[config.mk]
export PLATFORM = sky130hd
export DESIGN_NAME = bus_decoder
export DESIGN_NICKNAME = d
export VERILOG_FILES = /design/src/soc_pkg.sv /design/src/bus_decoder.sv
export SDC_FILE = /design/constraint.sdc
export NUM_CORES = 1
export LEC_CHECK = 0
export ABC_AREA = 1
export ABC_CLOCK_PERIOD_IN_PS = 2300
export CAP_MARGIN = 10
export CORE_AREA = 2 2 170 172
export CTS_CLUSTER_SIZE = 30
export DETAILED_ROUTE_END_ITERATION = 6
export DIE_AREA = 0 0 172 174
export DONT_BUFFER_PORTS = 1
export MAX_ROUTING_LAYER = met4
export PLACE_DENSITY = 0.3
export REMOVE_ABC_BUFFERS = 1
export SLEW_MARGIN = 0
export SYNTH_ARGS = -nofsm -noshare
export SYNTH_HDL_FRONTEND = slang
export SYNTH_SLANG_ARGS = --single-unit
[constraint.sdc]
create_clock -name clk -period 2.3 [get_ports clk]
set_input_delay 0.23 -clock clk [delete_from_list [all_inputs] [get_ports clk]]
set_output_delay 0.23 -clock clk [all_outputs]
set_load 0.02 [all_outputs]
[src/soc_pkg.sv]
`default_nettype none

package soc_pkg;

    typedef logic [31:0] addr_t;
    typedef logic [31:0] data_t;
    typedef logic [3:0]  strb_t;
    typedef logic [1:0]  resp_t;
    typedef logic [7:0]  byte_t;

    localparam resp_t RESP_OKAY   = 2'd0;
    localparam resp_t RESP_DECERR = 2'd3;

    // address map
    localparam addr_t SRAM_BASE      = 32'h8000_0000;
    localparam int    SRAM_WORDS     = 256;
    localparam addr_t UART_DATA_ADDR = 32'ha000_03f8;
    localparam addr_t UART_STAT_ADDR = 32'ha000_03fc;

    // uart line and fifo
    localparam int UART_CLKS_PER_BIT = 8;
    localparam int UART_FIFO_DEPTH   = 4;

    typedef logic [$clog2(SRAM_WORDS)-1:0]        sram_idx_t;
    typedef logic [$clog2(UART_CLKS_PER_BIT)-1:0] baud_cnt_t;
    typedef logic [$clog2(UART_FIFO_DEPTH)-1:0]   fifo_ptr_t;
    typedef logic [$clog2(UART_FIFO_DEPTH):0]     fifo_cnt_t;

    // everything a master drives
    typedef struct packed {
        addr_t awaddr;
        logic  awvalid;
        data_t wdata;
        strb_t wstrb;
        logic  wvalid;
        logic  bready;
        addr_t araddr;
        logic  arvalid;
        logic  rready;
    } axi_req_t;

    // everything a slave drives
    typedef struct packed {
        logic  awready;
        logic  wready;
        logic  bvalid;
        resp_t bresp;
        logic  arready;
        logic  rvalid;
        data_t rdata;
        resp_t rresp;
    } axi_rsp_t;

endpackage

`default_nettype wire

[src/bus_decoder.sv]
`timescale 1ns/1ps
`default_nettype none

module bus_decoder (
    input  wire                    clk,
    input  wire                    rst,
    input  wire soc_pkg::axi_req_t bus_req,
    output soc_pkg::axi_rsp_t      bus_rsp,
    output soc_pkg::axi_req_t      sram_req,
    input  wire soc_pkg::axi_rsp_t sram_rsp,
    output soc_pkg::axi_req_t      uart_req,
    input  wire soc_pkg::axi_rsp_t uart_rsp
);

    import soc_pkg::*;

    typedef enum logic [1:0] {
        TGT_SRAM,
        TGT_UART,
        TGT_ERR
    } tgt_t;

    typedef enum logic [2:0] {
        ERR_IDLE,
        ERR_WAIT_W,
        ERR_WAIT_AW,
        ERR_BRESP,
        ERR_RRESP
    } err_state_t;

    function automatic tgt_t decode(input addr_t a);
        addr_t offs;
        offs = a - SRAM_BASE;
        if (offs < addr_t'(SRAM_WORDS * 4)) begin
            return TGT_SRAM;
        end
        if (a == UART_DATA_ADDR || a == UART_STAT_ADDR) begin
            return TGT_UART;
        end
        return TGT_ERR;
    endfunction

    addr_t      dec_addr;
    tgt_t       dec_tgt;
    tgt_t       tgt_q;
    tgt_t       tgt;
    logic       tgt_held;
    logic       addr_hs;
    logic       done;
    err_state_t err_state;
    axi_req_t   err_req;
    axi_rsp_t   err_rsp;

    assign dec_addr = bus_req.arvalid ? bus_req.araddr : bus_req.awaddr;
    assign dec_tgt  = decode(dec_addr);
    // the latched target wins once the address has been taken
    assign tgt      = tgt_held ? tgt_q : dec_tgt;

    assign addr_hs = (bus_req.arvalid & bus_rsp.arready)
                   | (bus_req.awvalid & bus_rsp.awready);
    assign done    = (bus_rsp.bvalid & bus_req.bready)
                   | (bus_rsp.rvalid & bus_req.rready);

    always_ff @(posedge clk) begin
        if (rst) begin
            tgt_held <= 1'b0;
        end else if (done) begin
            tgt_held <= 1'b0;
        end else if (addr_hs && !tgt_held) begin
            tgt_held <= 1'b1;
            tgt_q    <= dec_tgt;
        end
    end

    always_comb begin
        sram_req = '0;
        uart_req = '0;
        err_req  = '0;
        case (tgt)
            TGT_SRAM: begin
                sram_req = bus_req;
                bus_rsp  = sram_rsp;
            end
            TGT_UART: begin
                uart_req = bus_req;
                bus_rsp  = uart_rsp;
            end
            default: begin
                err_req = bus_req;
                bus_rsp = err_rsp;
            end
        endcase
    end

    // error responder for unmapped addresses
    always_ff @(posedge clk) begin
        if (rst) begin
            err_state <= ERR_IDLE;
        end else begin
            case (err_state)
                ERR_IDLE: begin
                    if (err_req.arvalid) begin
                        err_state <= ERR_RRESP;
                    end else if (err_req.awvalid && err_req.wvalid) begin
                        err_state <= ERR_BRESP;
                    end else if (err_req.awvalid) begin
                        err_state <= ERR_WAIT_W;
                    end else if (err_req.wvalid) begin
                        err_state <= ERR_WAIT_AW;
                    end
                end
                ERR_WAIT_W: begin
                    if (err_req.wvalid) begin
                        err_state <= ERR_BRESP;
                    end
                end
                ERR_WAIT_AW: begin
                    if (err_req.awvalid) begin
                        err_state <= ERR_BRESP;
                    end
                end
                ERR_BRESP: begin
                    if (err_req.bready) begin
                        err_state <= ERR_IDLE;
                    end
                end
                default: begin
                    if (err_req.rready) begin
                        err_state <= ERR_IDLE;
                    end
                end
            endcase
        end
    end

    always_comb begin
        err_rsp         = '0;
        err_rsp.arready = (err_state == ERR_IDLE);
        err_rsp.awready = (err_state == ERR_IDLE) || (err_state == ERR_WAIT_AW);
        err_rsp.wready  = (err_state == ERR_IDLE) || (err_state == ERR_WAIT_W);
        err_rsp.bvalid  = (err_state == ERR_BRESP);
        err_rsp.bresp   = RESP_DECERR;
        err_rsp.rvalid  = (err_state == ERR_RRESP);
        err_rsp.rresp   = RESP_DECERR;
    end

endmodule

`default_nettype wire

### Word level (Yosys, flattened, before mapping)

Index checks and enable logic that the tools add are counted.

| cells by class | value |
|---|---|
| multiply operators | 0 |
| $lt $le $gt $ge | 1 |
| equality and inequality tests | 11 |
| div/mod/pow operators | 0 |
| reductions and logical operators | 13 |
| $add $sub $neg | 1 |
| shifts and indexed selects | 0 |
| bitwise operators | 8 |
| mux-type cells | 22 |

Operators by type and width:

| kind | count |
|---|---|
| two-way mux 105 bit | 2 |
| one-hot mux 41 bit (2 select lines) | 1 |
| two-way mux 73 bit | 1 |
| equality test 32 bit, second input constant | 2 |
| < comparator 32 x 11 -> 1 bit, second input constant | 1 |
| two-way mux 32 bit | 1 |
| subtractor 32 bit, second input constant | 1 |
| two-way mux 3 bit | 8 |
| one-hot mux 3 bit (4 select lines) | 1 |
| two-way mux 2 bit | 5 |
| equality test 3 x 2 -> 1 bit, second input constant | 2 |
| != test 2 bit, second input constant | 3 |
| != test 5 x 4 -> 1 bit, second input constant | 1 |
| AND reduction 5 bit | 1 |
| nonzero test 5 bit | 1 |
| bitwise AND 1 bit | 4 |
| OR reduction 2 bit | 2 |
| equality test 3 x 1 -> 1 bit, second input constant | 1 |
| equality test 3 bit, second input constant | 1 |
| logical NOT 3 bit | 1 |
| logical OR 1 bit | 3 |
| two-way mux 1 bit | 3 |
| AND reduction 3 bit | 1 |
| equality test 2 x 1 -> 1 bit, second input constant | 1 |
| other kinds (5) | 8 |

| word-level totals | value |
|---|---|
| logic and storage cells | 59 |
| bits in latches | 0 |
| bits of input ports | 189 |
| register bits | 6 |
| memory bits (writable) | 0 |
| memories kept | 0 |
| bits in read-only memories | 0 |
| output and inout bits | 251 |

### Depth between registers and ports, before layout

Gate-level depths: netlist of the first run.

| logic depth | value |
|---|---|
| depth after elaboration | 16 |
| depth in mapped cells | 18 |
| gate-level depth less buffers | 16 |

### Worst setup path after synthesis of the first run

OpenSTA, ideal clock, no wires.

| timing | value |
|---|---|
| path type | input port to output port |
| start point | input port bus_req[1] (netlist name) |
| end point | output port bus_rsp[39] (netlist name) |
| data required time | 2.070 ns |
| path buffers | 3 |
| stages on the path | 12 |
| path slack | 0.028 ns |
| arrival | 2.042 ns |
| path through | buf_4 > buf_6 > nand3_1 > nand2_1 > nand2_1 > nor2_1 > nand2_1 > nand2_1 > nand3_4 > nand2_4 > buf_4 > o311ai_0 |

RTL lines:

| what | line | RTL |
|---|---|---|
| start: declaration | bus_decoder.sv:7 | `input wire soc_pkg::axi_req_t bus_req,` |
| end: declaration | bus_decoder.sv:8 | `output soc_pkg::axi_rsp_t bus_rsp,` |

==> out/qor.yml, run 1 <==
insertion_delay_ns: 0.23
synth.top_cells.by_count: "233 x sky130_fd_sc_hd__nor2_1, 117 x sky130_fd_sc_hd__inv_1, 116 x sky130_fd_sc_hd__nand2_1"
overflow: 0
report.final.slew_viol_count: 0
synthDominantAreaCellType: "sky130_fd_sc_hd__nor2_1"
path_max_fanout: 15
post-route-util_pct: 18.3
initial_utilization_pct: 9.58
worst_setup_hold_path_clk_slew_ns: 0.03
outcome: "finished, final reports clean"
worst-slew-pin-transition_ns: 0.446
drv.max_cap_violation_count: 0
async_reset_ff_share_pct: 0
route.antenna.remaining_nets: 0
timing.final.setup_violations: 0
cts.path.max_buffers: 2
htree_num_levels: 1
post_detailed_placement_half_perimeter_wirelength_um: 17300
timing.critical_path.mode_cell: "sky130_fd_sc_hd__nand2_1"
cts.sinks: 6
worstSetupStartpointType: "primary input"
yosys_warnings: 0
track_usage_pct: 12.2
port-buffer-count: 0
pin_count: 440
number_of_cts_inserted_buffers: 3
finalWeightedCongestion: 0.817
yosysSeqAreaShare_pct: 5.18
grt_pass1_vias: 4294
data_required_time_at_the_worst_endpoint_ns: 2.07
min_period_over_period_pct: 93.0
yosys-top-cells-area: "sky130_fd_sc_hd__nor2_1 32%, sky130_fd_sc_hd__inv_1 16%, sky130_fd_sc_hd__nand2_1 16%, sky130_fd_sc_hd__nand3_1 10%, sky130_fd_sc_hd__buf_2 3.1%"
number_of_enable_flip_flop_cells_after_synthesis: 2
rows: 62
critical_path.cell_chain: "inv_1, nand2_1, nor2_1, nand2_1, nand2_1, nand2_2, nor2_4, nand3b_1, nand2_2, inv_2, nand2_8, buf_12, clkbuf_16, nor2_1, buf_4"
postSynthRegisterBits: 6
finClkSkew_ns: 0.00145
crit_slowest_cell: "sky130_fd_sc_hd__nor2_4"
arrival_ns: 1.91
detailedRoute.firstPassIterationCount: 4
antenna_violations_before_repair: 3
route.final.wire_length_um: 20200
design_area_um2: 5170
drt_drc_violations_left: 0
synthMostInstantiatedCell: "sky130_fd_sc_hd__nor2_1"
tritoncts: "done"
grt_pass1_wl_um: 26300
drt_iter0_drc: 150
drt-vias-per-instance: 3.68
timing_worst_setup_path_type: "primary input to primary output"
core-area_um2: 28200
period_minus_slack_ns: 2.14
die_area_um2: 29900
drt-wirelength-per-cell_um: 16.7
worst_setup_path_end_kind: "primary output"
post_synth_num_cell_types: 26
largest_stage_delay_worst_path_ns: 0.18
die_height_um: 174
layout-drive-gt1-share_pct: 36.3
vdd_ir_drop_max_mv: 0.116
post_synth_inst_count: 611
synth_area_per_cell_um2: 4.43
place_area_um2: 4900
num_vias: 4469
synth_top_area_share_pct: 32.3
synth_flop_cell: "sky130_fd_sc_hd__dfxtp_1"
grt_max_degree: 62
clockRootBuffer: "sky130_fd_sc_hd__clkbuf_16"
worst_hold_path_type: "primary input to register"
die_span_x_um: 172
static-leakage-power_nw: 3.15
power.density_cell_area_nw_per_um2: 223
syn_to_final_growth_pct: 91.1
fmax_mhz: 468
slew_headroom_pct: 69.9
timing.final.hold_violations: 0
final_net_count: 1017
total_power_w: 0.00115
synthesis.area_um2: 2700
==> worst paths after layout <==
check / cells past startpoint / from / slack [ns] / end
worst min-delay path: 1 / rst / 0.07 / err_state[2]
worst max register to register: 8 / tgt_held / 0.36 / tgt_q[0]
worst min register to register: 2 / tgt_held / 0.49 / tgt_held
worst max-delay path: 15 / bus_req[13] / 0.16 / sram_req[36]
==> registers in the layout, summed over array words and instances (netlist names) <==
name,cells
tgt_held,1
tgt_q,2
err_state,3
==> per-stage QoR <==
| stage | worst slack, ns | setup TNS [ns] | hold WS, ns | std cells |
|---|---|---|---|---|
| after detailed placement | -0.297 | -42.94 | 0.303 | 1203 |
| after CTS | 0.00139 | 0 | 0.0700 | 1207 |
| after global placement | -0.305 | -42.76 | 0.303 | 1203 |
| after global routing | -0.00201 | -0.00201 | 0.0796 | 1213 |
| after floorplan | -2.44 | -281.28 | 0.299 | 574 |
| final | 0.162 | 0 | 0.0726 | 1213 |
==> layout by cell type, fill, tap and decap left out, types with 2 or more instances in the layout <==
cell / count
sky130_fd_sc_hd__inv_2: 2
sky130_fd_sc_hd__nand3_2: 2
sky130_fd_sc_hd__nand2_8: 2
sky130_fd_sc_hd__nor2_1: 233
sky130_fd_sc_hd__clkbuf_16: 5
sky130_fd_sc_hd__nand2_1: 90
sky130_fd_sc_hd__buf_4: 237
sky130_fd_sc_hd__o21ai_0: 2
sky130_fd_sc_hd__nand2_2: 26
sky130_fd_sc_hd__a21oi_1: 3
sky130_fd_sc_hd__dfxtp_1: 4
sky130_fd_sc_hd__nor2_2: 10
sky130_fd_sc_hd__nand3_4: 2
sky130_fd_sc_hd__and3_1: 2
sky130_fd_sc_hd__buf_6: 2
sky130_fd_sc_hd__edfxtp_1: 2
sky130_fd_sc_hd__buf_16: 2
sky130_fd_sc_hd__nand3b_1: 7
sky130_fd_sc_hd__diode_2: 2
sky130_fd_sc_hd__inv_1: 116
sky130_fd_sc_hd__o22ai_1: 4
sky130_fd_sc_hd__nand3_1: 54
sky130_fd_sc_hd__buf_12: 5
sky130_fd_sc_hd__nor3_1: 3
sky130_fd_sc_hd__nand4_1: 5
==> cell families (layout without fill, tap and decap cells) <==
group,Yosys count,in the layout,share of synthesized area [%]
DFF,6,6,5.18
and+or+nand+nor,439,439,68.0
AOI/OAI and AO/OA,10,10,2.17
buffers and inverters,156,372,24.7
other,0,2,0
==> repair_timing <==
| item | in CTS | in global routing |
|---|---|---|
| hold buffers | 0 | 0 |
| pin swaps | 0 | 2 |
| resized for setup | 8 | 27 |
| setup buffers | 0 | 2 |
| endpoints found under the hold margin | 0 | 0 |
| setup endpoints to repair | 253 | 198 |
| cloned | 0 | 2 |
==> power breakdown <==
part           switching (W)  internal, W  leakage [nW]  total [W]
Clock              0.0000601     0.000230        0.0382   0.000290
Sequential         0.0000294     0.000142        0.0487   0.000172
Combinational       0.000426     0.000267          3.06   0.000692
==> area by class of cell <==
type / count / area, µm²
Sequential cell: 6 / 140
Multi-Input combinational cell: 449 / 2000
Clock buffer: 4 / 78.8
Inverter: 119 / 449
Tap cell: 384 / 480
Fill cell: 3345 / 23100
Antenna cell: 2 / 5.00
Timing Repair Buffer: 249 / 2010
==> layer usage <==
metal / track usage [%] / share of wire [%]
met1: 12.0 / 38
met5: - / 0
met2: 24.8 / 54
met3: 1.75 / 6.4
met4: 2.59 / 1.3
==> worst max-delay path: cells and delay by family <==
family | cells | cell delay (ns)
buffers and inverters | 5 | 0.65
AND/OR/NAND/NOR | 10 | 1.00
Power figures use the tool's default switching activity.
==> inputs of run 2 (changes only) <==
--- a/config.mk
+++ b/config.mk
@@ -8,10 +8,12 @@
 export ABC_AREA = 1
 export ABC_CLOCK_PERIOD_IN_PS = 2300
 export CAP_MARGIN = 10
-export CORE_AREA = 2 2 170 172
+export CELL_PAD_IN_SITES_DETAIL_PLACEMENT = 0
+export CELL_PAD_IN_SITES_GLOBAL_PLACEMENT = 1
+export CORE_AREA = 2 2 172 174
 export CTS_CLUSTER_SIZE = 30
 export DETAILED_ROUTE_END_ITERATION = 6
-export DIE_AREA = 0 0 172 174
+export DIE_AREA = 0 0 174 176
 export DONT_BUFFER_PORTS = 1
 export MAX_ROUTING_LAYER = met4
 export PLACE_DENSITY = 0.3
==> run 2 against run 1 <==
- global-route usage up 0.40 points
- critical path depth is 7 lower
- sequential share of layout area shrank 0.096 points
- clock skew about the same
- flip-flop and latch count did not move
==> out/qor.yml, run 2 (synthesized netlist as in run 1, its figures left out) <==
grt_max_degree: 34  # -45%
number_of_flip_flops_under_the_largest_register_name: 3  # unchanged
worst_path_dominant_cell_family: "simple AND/OR/NAND/NOR gates"
timing_worst_setup_path_type: "register to primary output"
timing.final.setup_violations: 0  # unchanged
syn_to_final_growth_pct: 98.1
worst_setup_path_end_kind: "primary output"
antenna_violations_before_repair: 4  # +1
timing.critical_path.mode_cell: "sky130_fd_sc_hd__buf_6"
tritoncts: "done"
multi_input_gate_area_um2: 1960  # -2.1%
cts.sinks: 6  # unchanged
fin_tns_setup_ns: 0  # unchanged
place_worst_setup_slack_ns: -0.150  # +0.148 ns
route.final.wire_length_um: 21200  # +5.1%
period_minus_slack_ns: 2.13  # -0.00903 ns
critical_path_buf_inv_count: 4  # -1
worst_hold_path_type: "primary input to register"
clockRootBuffer: "sky130_fd_sc_hd__clkbuf_16"
rows: 62  # unchanged
path_max_fanout: 20  # +5
timing.final.hold_violations: 0  # unchanged
drt-vias-per-instance: 3.69  # about the same
layout.cells.most_common_list: "250 x sky130_fd_sc_hd__buf_4, 228 x sky130_fd_sc_hd__nor2_1, 116 x sky130_fd_sc_hd__inv_1"
initial_utilization_pct: 9.47  # -0.10 points
max_flop_register: "err_state"
pin_count: 440  # unchanged
drt_drc_violations_left: 0  # unchanged
post-route-util_pct: 18.8  # +0.46 points
vdd_ir_drop_max_mv: 0.196  # +69%
final-seq-area_um2: 140  # unchanged
core-area_um2: 28500  # +1.1%
data_required_time_at_the_worst_endpoint_ns: 2.07  # about the same
port-buffer-count: 0  # unchanged
critical_path.cell_chain: "inv_1, or2_2, nand2_8, nand2_4, buf_6, buf_6, nor2_1, buf_4"
layout_top_registers: "err_state (3), tgt_q (2), tgt_held (1)"
arrival_ns: 1.90  # about the same
hold_depth: 1  # unchanged
route.antenna.remaining_nets: 0  # unchanged
leading_cell_type_in_the_layout_fill_and_taps_excluded: "sky130_fd_sc_hd__buf_4"
largest_stage_delay_worst_path_ns: 0.38  # +0.20 ns
number_of_cts_inserted_buffers: 3  # unchanged
power.density_cell_area_nw_per_um2: 201  # -9.8%
grt_pass1_wl_um: 28000  # +6.4%
static-leakage-power_nw: 3.28  # +4.2%
outcome: "finished, final reports clean"
num_vias: 4556  # +1.9%
worst_setup_hold_path_clk_slew_ns: 0.04  # about the same
slew_headroom_pct: 79.1  # +9.2 points
die_height_um: 176  # +1.1%
finClkSkew_ns: 0.00152  # +0.0000667 ns
fmax_mhz: 470  # +0.42%
layout-drive-gt1-share_pct: 36.0  # -0.23 points
crit_slowest_cell: "sky130_fd_sc_hd__or2_2"
drt_iter0_drc: 118  # -21%
die_span_x_um: 174  # +1.2%
final_critical_path_setup_slack_ns: 0.171  # +0.00903 ns
worst_r2r_path_depth: 8  # unchanged
final_net_count: 1039  # +2.2%
overflow: 0  # unchanged
cts_hold_repair.buffers: 0  # unchanged
fillCellCount: 3360  # +0.45%
grt_pass1_vias: 4456  # +3.8%
insertion_delay_ns: 0.23  # about the same
post_detailed_placement_half_perimeter_wirelength_um: 18400  # +6.6%
htree_num_levels: 1  # unchanged
worstSetupStartpointType: "register"
finalWeightedCongestion: 0.823  # +0.77%
timing.critical_path.depth: 8  # -7
report.final.slew_viol_count: 0  # unchanged
track_usage_pct: 12.6  # +0.40 points
drt-wirelength-per-cell_um: 17.2  # +3.1%
detailedRoute.firstPassIterationCount: 4  # unchanged
min_period_over_period_pct: 92.6  # -0.39 points
cts.path.max_buffers: 2  # unchanged
die_area_um2: 30600  # +2.3%
rsz0062_at_grt: "false"
worst-slew-pin-transition_ns: 0.312  # -0.134 ns
drv.max_cap_violation_count: 0  # unchanged
[run 2: area by class of cell]
| type | count | area share [%] |
|---|---|---|
| Timing Repair Buffer | 271 | 41.8 |
| Multi-Input combinational cell | 449 | 36.6 |
| Tap cell | 384 | 8.97 |
| Inverter | 119 | 8.43 |
| Sequential cell | 6 | 2.62 |
| Clock buffer | 4 | 1.47 |
| Antenna cell | 3 | 0.140 |
[run 2: where the power goes]
group          switching [W]  leakage (nW)  internal, W
Combinational       0.000396          3.19     0.000214
Sequential         0.0000323        0.0487     0.000142
Clock              0.0000640        0.0382     0.000230
Total               0.000492          3.28     0.000587
[run 2: metal layers]
layer	global-route usage [%]	wire, µm	vias to the layer above	part of all wire, %
met2	25.8	11700	271	55
met4	2.00	251	0	1.2
met5	-	0	-	0
li1	-	-	2265	-
met1	12.7	8030	2008	38
met3	1.83	1260	12	5.9
[run 2: repair_timing]
action | in CTS | in global routing
gates cloned | 0 | 4
pin swaps | 0 | 6
hold endpoints to repair | 0 | 0
resized for setup | 3 | 25
setup endpoints to repair | 84 | 184
setup buffers | 0 | 4
[run 2: through the flow]
step	cells	power, W	hold slack (ns)	cell area (µm²)
3_5_place_dp	1221	0.000781	0.306	5050
2_1_floorplan	574	0.000565	0.299	2480
5_1_grt	1236	0.00119	0.0642	5360
3_3_place_gp	1221	0.000782	0.302	5050
4_1_cts	1225	0.00109	0.0647	5140
6_report	1236	0.00108	0.0681	5360
[run 2: path summary, 6_finish.rpt]
kind	slack (ns)	to	startpoint
worst max-delay path	0.17	uart_req[66]	tgt_held
worst min-delay path	0.07	err_state[2]	rst
worst max register to register	0.33	tgt_q[1]	tgt_held
worst min register to register	0.50	tgt_held	tgt_held
==> inputs of run 3 (changes only) <==
--- a/config.mk
+++ b/config.mk
@@ -6,14 +6,14 @@
 export NUM_CORES = 1
 export LEC_CHECK = 0
 export ABC_AREA = 1
-export ABC_CLOCK_PERIOD_IN_PS = 2300
+export ABC_CLOCK_PERIOD_IN_PS = 2600
 export CAP_MARGIN = 10
 export CELL_PAD_IN_SITES_DETAIL_PLACEMENT = 0
 export CELL_PAD_IN_SITES_GLOBAL_PLACEMENT = 1
-export CORE_AREA = 2 2 172 174
+export CORE_AREA = 2 2 170 172
 export CTS_CLUSTER_SIZE = 30
 export DETAILED_ROUTE_END_ITERATION = 6
-export DIE_AREA = 0 0 174 176
+export DIE_AREA = 0 0 172 174
 export DONT_BUFFER_PORTS = 1
 export MAX_ROUTING_LAYER = met4
 export PLACE_DENSITY = 0.3
==> constraint.sdc (replaced) <==
create_clock -name clk -period 2.6 [get_ports clk]
set_input_delay 0.26 -clock clk [delete_from_list [all_inputs] [get_ports clk]]
set_output_delay 0.26 -clock clk [all_outputs]
set_load 0.02 [all_outputs]
==> run 3 against run 2 <==
- clock power fell by 13%
- flip-flop and latch count did not move
- via count fell by 4.3%
- worst setup slack better by 0.045 ns
- final area shrank 6.6%
- critical path depth rose by 4
- critical path type is now primary input to primary output
- wire length is 5.5% lower
- die area decreased by 2.3%
- first-iteration DRC count decreased by 15%
- final cell count down 2.4%
- largest cell class unchanged
==> out/qor.yml, run 3 (synthesized netlist as in run 1, its figures left out) <==
outcome: "finished, final reports clean"
track_usage_pct: 12.6  # +0.014 points
path_max_fanout: 55  # +180%
switching_power_share_of_the_total_pct: 43.8  # -1.8 points
vdd_ir_drop_max_mv: 0.159  # -19%
clockPowerShare_pct: 25.4  # -1.9 points
largest_stage_delay_worst_path_ns: 0.26  # -0.12 ns
htree_num_levels: 1  # unchanged
worstSetupStartpointType: "primary input"
die_height_um: 174  # -1.1%
worst-slew-pin-transition_ns: 0.384  # +0.0725 ns
p_int_w: 0.000564  # -3.9%
fillCellCount: 3322  # -1.1%
data_required_time_at_the_worst_endpoint_ns: 2.34  # +0.27 ns
drt_iter0_drc: 100  # -15%
fmax_mhz: 419
cts-resized-gates: 0  # -3
power_frac_seq_pct: 15.5  # -0.7 points
pin_count: 440  # unchanged
timing.critical_path.depth: 12  # +4
finalWeightedCongestion: 0.804  # -2.4%
timing.final.hold_violations: 0  # unchanged
overflow: 0  # unchanged
worst_path_dominant_cell_family: "simple AND/OR/NAND/NOR gates"
final_net_count: 1010  # -2.8%
post_detailed_placement_half_perimeter_wirelength_um: 17500  # -5.2%
report.final.slew_viol_count: 0  # unchanged
number_of_cts_inserted_buffers: 3  # unchanged
grt_max_degree: 72  # +110%
drt-wirelength-per-cell_um: 16.7  # -3.1%
syn_to_final_growth_pct: 85.0
cts.sinks: 6  # unchanged
drt-vias-per-instance: 3.62  # -1.9%
min_period_over_period_pct: 91.7
detailedRoute.firstPassIterationCount: 4  # unchanged
layout_top_registers: "err_state (3), tgt_q (2), tgt_held (1)"
grt_pass1_wl_um: 27100  # -3.2%
core-area_um2: 28200  # -1.1%
crit_slowest_cell: "sky130_fd_sc_hd__nor2_1"
power.density_cell_area_nw_per_um2: 201  # -0.39%
cts_hold_repair.buffers: 0  # unchanged
num_vias: 4362  # -4.3%
worst_setup_path_end_kind: "primary output"
layout-drive-gt1-share_pct: 32.4  # -3.6 points
worst_hold_path_type: "primary input to register"
layout.cells.most_common_list: "233 x sky130_fd_sc_hd__nor2_1, 232 x sky130_fd_sc_hd__buf_4, 117 x sky130_fd_sc_hd__inv_1"
finClkSkew_ns: 0.00112  # -0.000393 ns
tritoncts: "done"
leading_cell_type_in_the_layout_fill_and_taps_excluded: "sky130_fd_sc_hd__nor2_1"
place_worst_setup_slack_ns: 0.169  # +0.319 ns
timing.critical_path.mode_cell: "sky130_fd_sc_hd__nand2_1"
final_critical_path_setup_slack_ns: 0.216  # +0.0450 ns
grt_pass1_vias: 4207  # -5.6%
power.net_switching_w: 0.000440  # -11%
max_flop_register: "err_state"
route.final.wire_length_um: 20100  # -5.5%
initial_utilization_pct: 9.58  # +0.10 points
timing.final.setup_violations: 0  # unchanged
comb_power_share_pct: 59.1  # +2.6 points
worst_r2r_path_depth: 8  # unchanged
timing_worst_setup_path_type: "primary input to primary output"
hold_depth: 1  # unchanged
insertion_delay_ns: 0.23  # about the same
multi_input_gate_area_um2: 1910  # -2.6%
cts.path.max_buffers: 2  # unchanged
arrival_ns: 2.12  # +0.22 ns
clockRootBuffer: "sky130_fd_sc_hd__clkbuf_16"
final-seq-area_um2: 140  # unchanged
worst_setup_path_endpoint: "sram_req[81]"
die_span_x_um: 172  # -1.1%
worst_r2r_endpoint: "tgt_q[0]"
number_of_flip_flops_under_the_largest_register_name: 3  # unchanged
rows: 62  # unchanged
reg2reg_setup_slack_ns: 0.64  # +0.31 ns
antenna_violations_before_repair: 4  # unchanged
drv.max_cap_violation_count: 0  # unchanged
critPathLaunch: "bus_req[102]"
die_area_um2: 29900  # -2.3%
worst_setup_hold_path_clk_slew_ns: 0.03  # about the same
port-buffer-count: 0  # unchanged
rsz0062_at_grt: "false"
total_power_w: 0.00100  # -7.0%
route.antenna.remaining_nets: 0  # unchanged
slew_headroom_pct: 74.4  # -4.8 points
critical_path_buf_inv_count: 3  # -1
r2r_start: "tgt_held"
drt_drc_violations_left: 0  # unchanged
cts_setup_buffers: 0  # unchanged
static-leakage-power_nw: 3.11  # -5.3%
critical_path.cell_chain: "inv_1, o21ai_0, nand2_1, nor2_1, nand2_1, nand2_1, nand3_4, nand2_4, nand2_4, buf_12, nor2_1, buf_4"
period_minus_slack_ns: 2.38
## run 3: cell types whose count changed in the layout (fill, tap and decap cells not counted), sizes merged
cell    delta
buf       -25
clkbuf     -4
diode      -1
## run 3: final cells by class
cell class	count	share of cell area, %
clock buffer	4	1.58
inverter	119	8.93
multi-input combinational	449	38.2
timing repair buffer	242	38.8
sequential	6	2.80
tap	384	9.60
antenna	2	0.100
## run 3: layer usage
metal / vias up / global-route usage, % / wire length [µm]
met3: 8 / 2.23 / 1430
met1: 1901 / 12.4 / 7250
met4: 0 / 1.68 / 134
met2: 257 / 25.8 / 11300
li1: 2196 / - / -
met5: - / - / 0
## run 3: power by group through the flow
stage               Sequential, W  Clock, W  Combinational (W)
floorplan                0.000146         0           0.000354
global placement         0.000159         0           0.000619
detailed placement       0.000158         0           0.000607
CTS                      0.000157  0.000262           0.000609
global route             0.000160  0.000268           0.000673
finish                   0.000156  0.000255           0.000593
## run 3: how the worst min path moves through the flow
stage	start	to	slack, ns
6_report	rst	err_state[2]	0.1
3_3_place_gp	rst	err_state[2]	0.33
3_5_place_dp	rst	err_state[2]	0.33
2_1_floorplan	rst	err_state[2]	0.33
5_1_grt	rst	err_state[2]	0.1
4_1_cts	rst	err_state[2]	0.09
## run 3: per-stage QoR
| stage | cells | TNS [ns] | area [µm²] | hold WS [ns] | util (%) |
|---|---|---|---|---|---|
| 2_1_floorplan | 574 | -222.00 | 2480 | 0.329 | - |
| 6_report | 1206 | 0 | 5000 | 0.0972 | 17.7 |
| 3_3_place_gp | 1200 | 0 | 4920 | 0.333 | 17.4 |
| 3_5_place_dp | 1200 | 0 | 4920 | 0.332 | 17.4 |
| 5_1_grt | 1206 | 0 | 5000 | 0.0975 | 17.7 |
| 4_1_cts | 1204 | 0 | 5000 | 0.0948 | 17.7 |
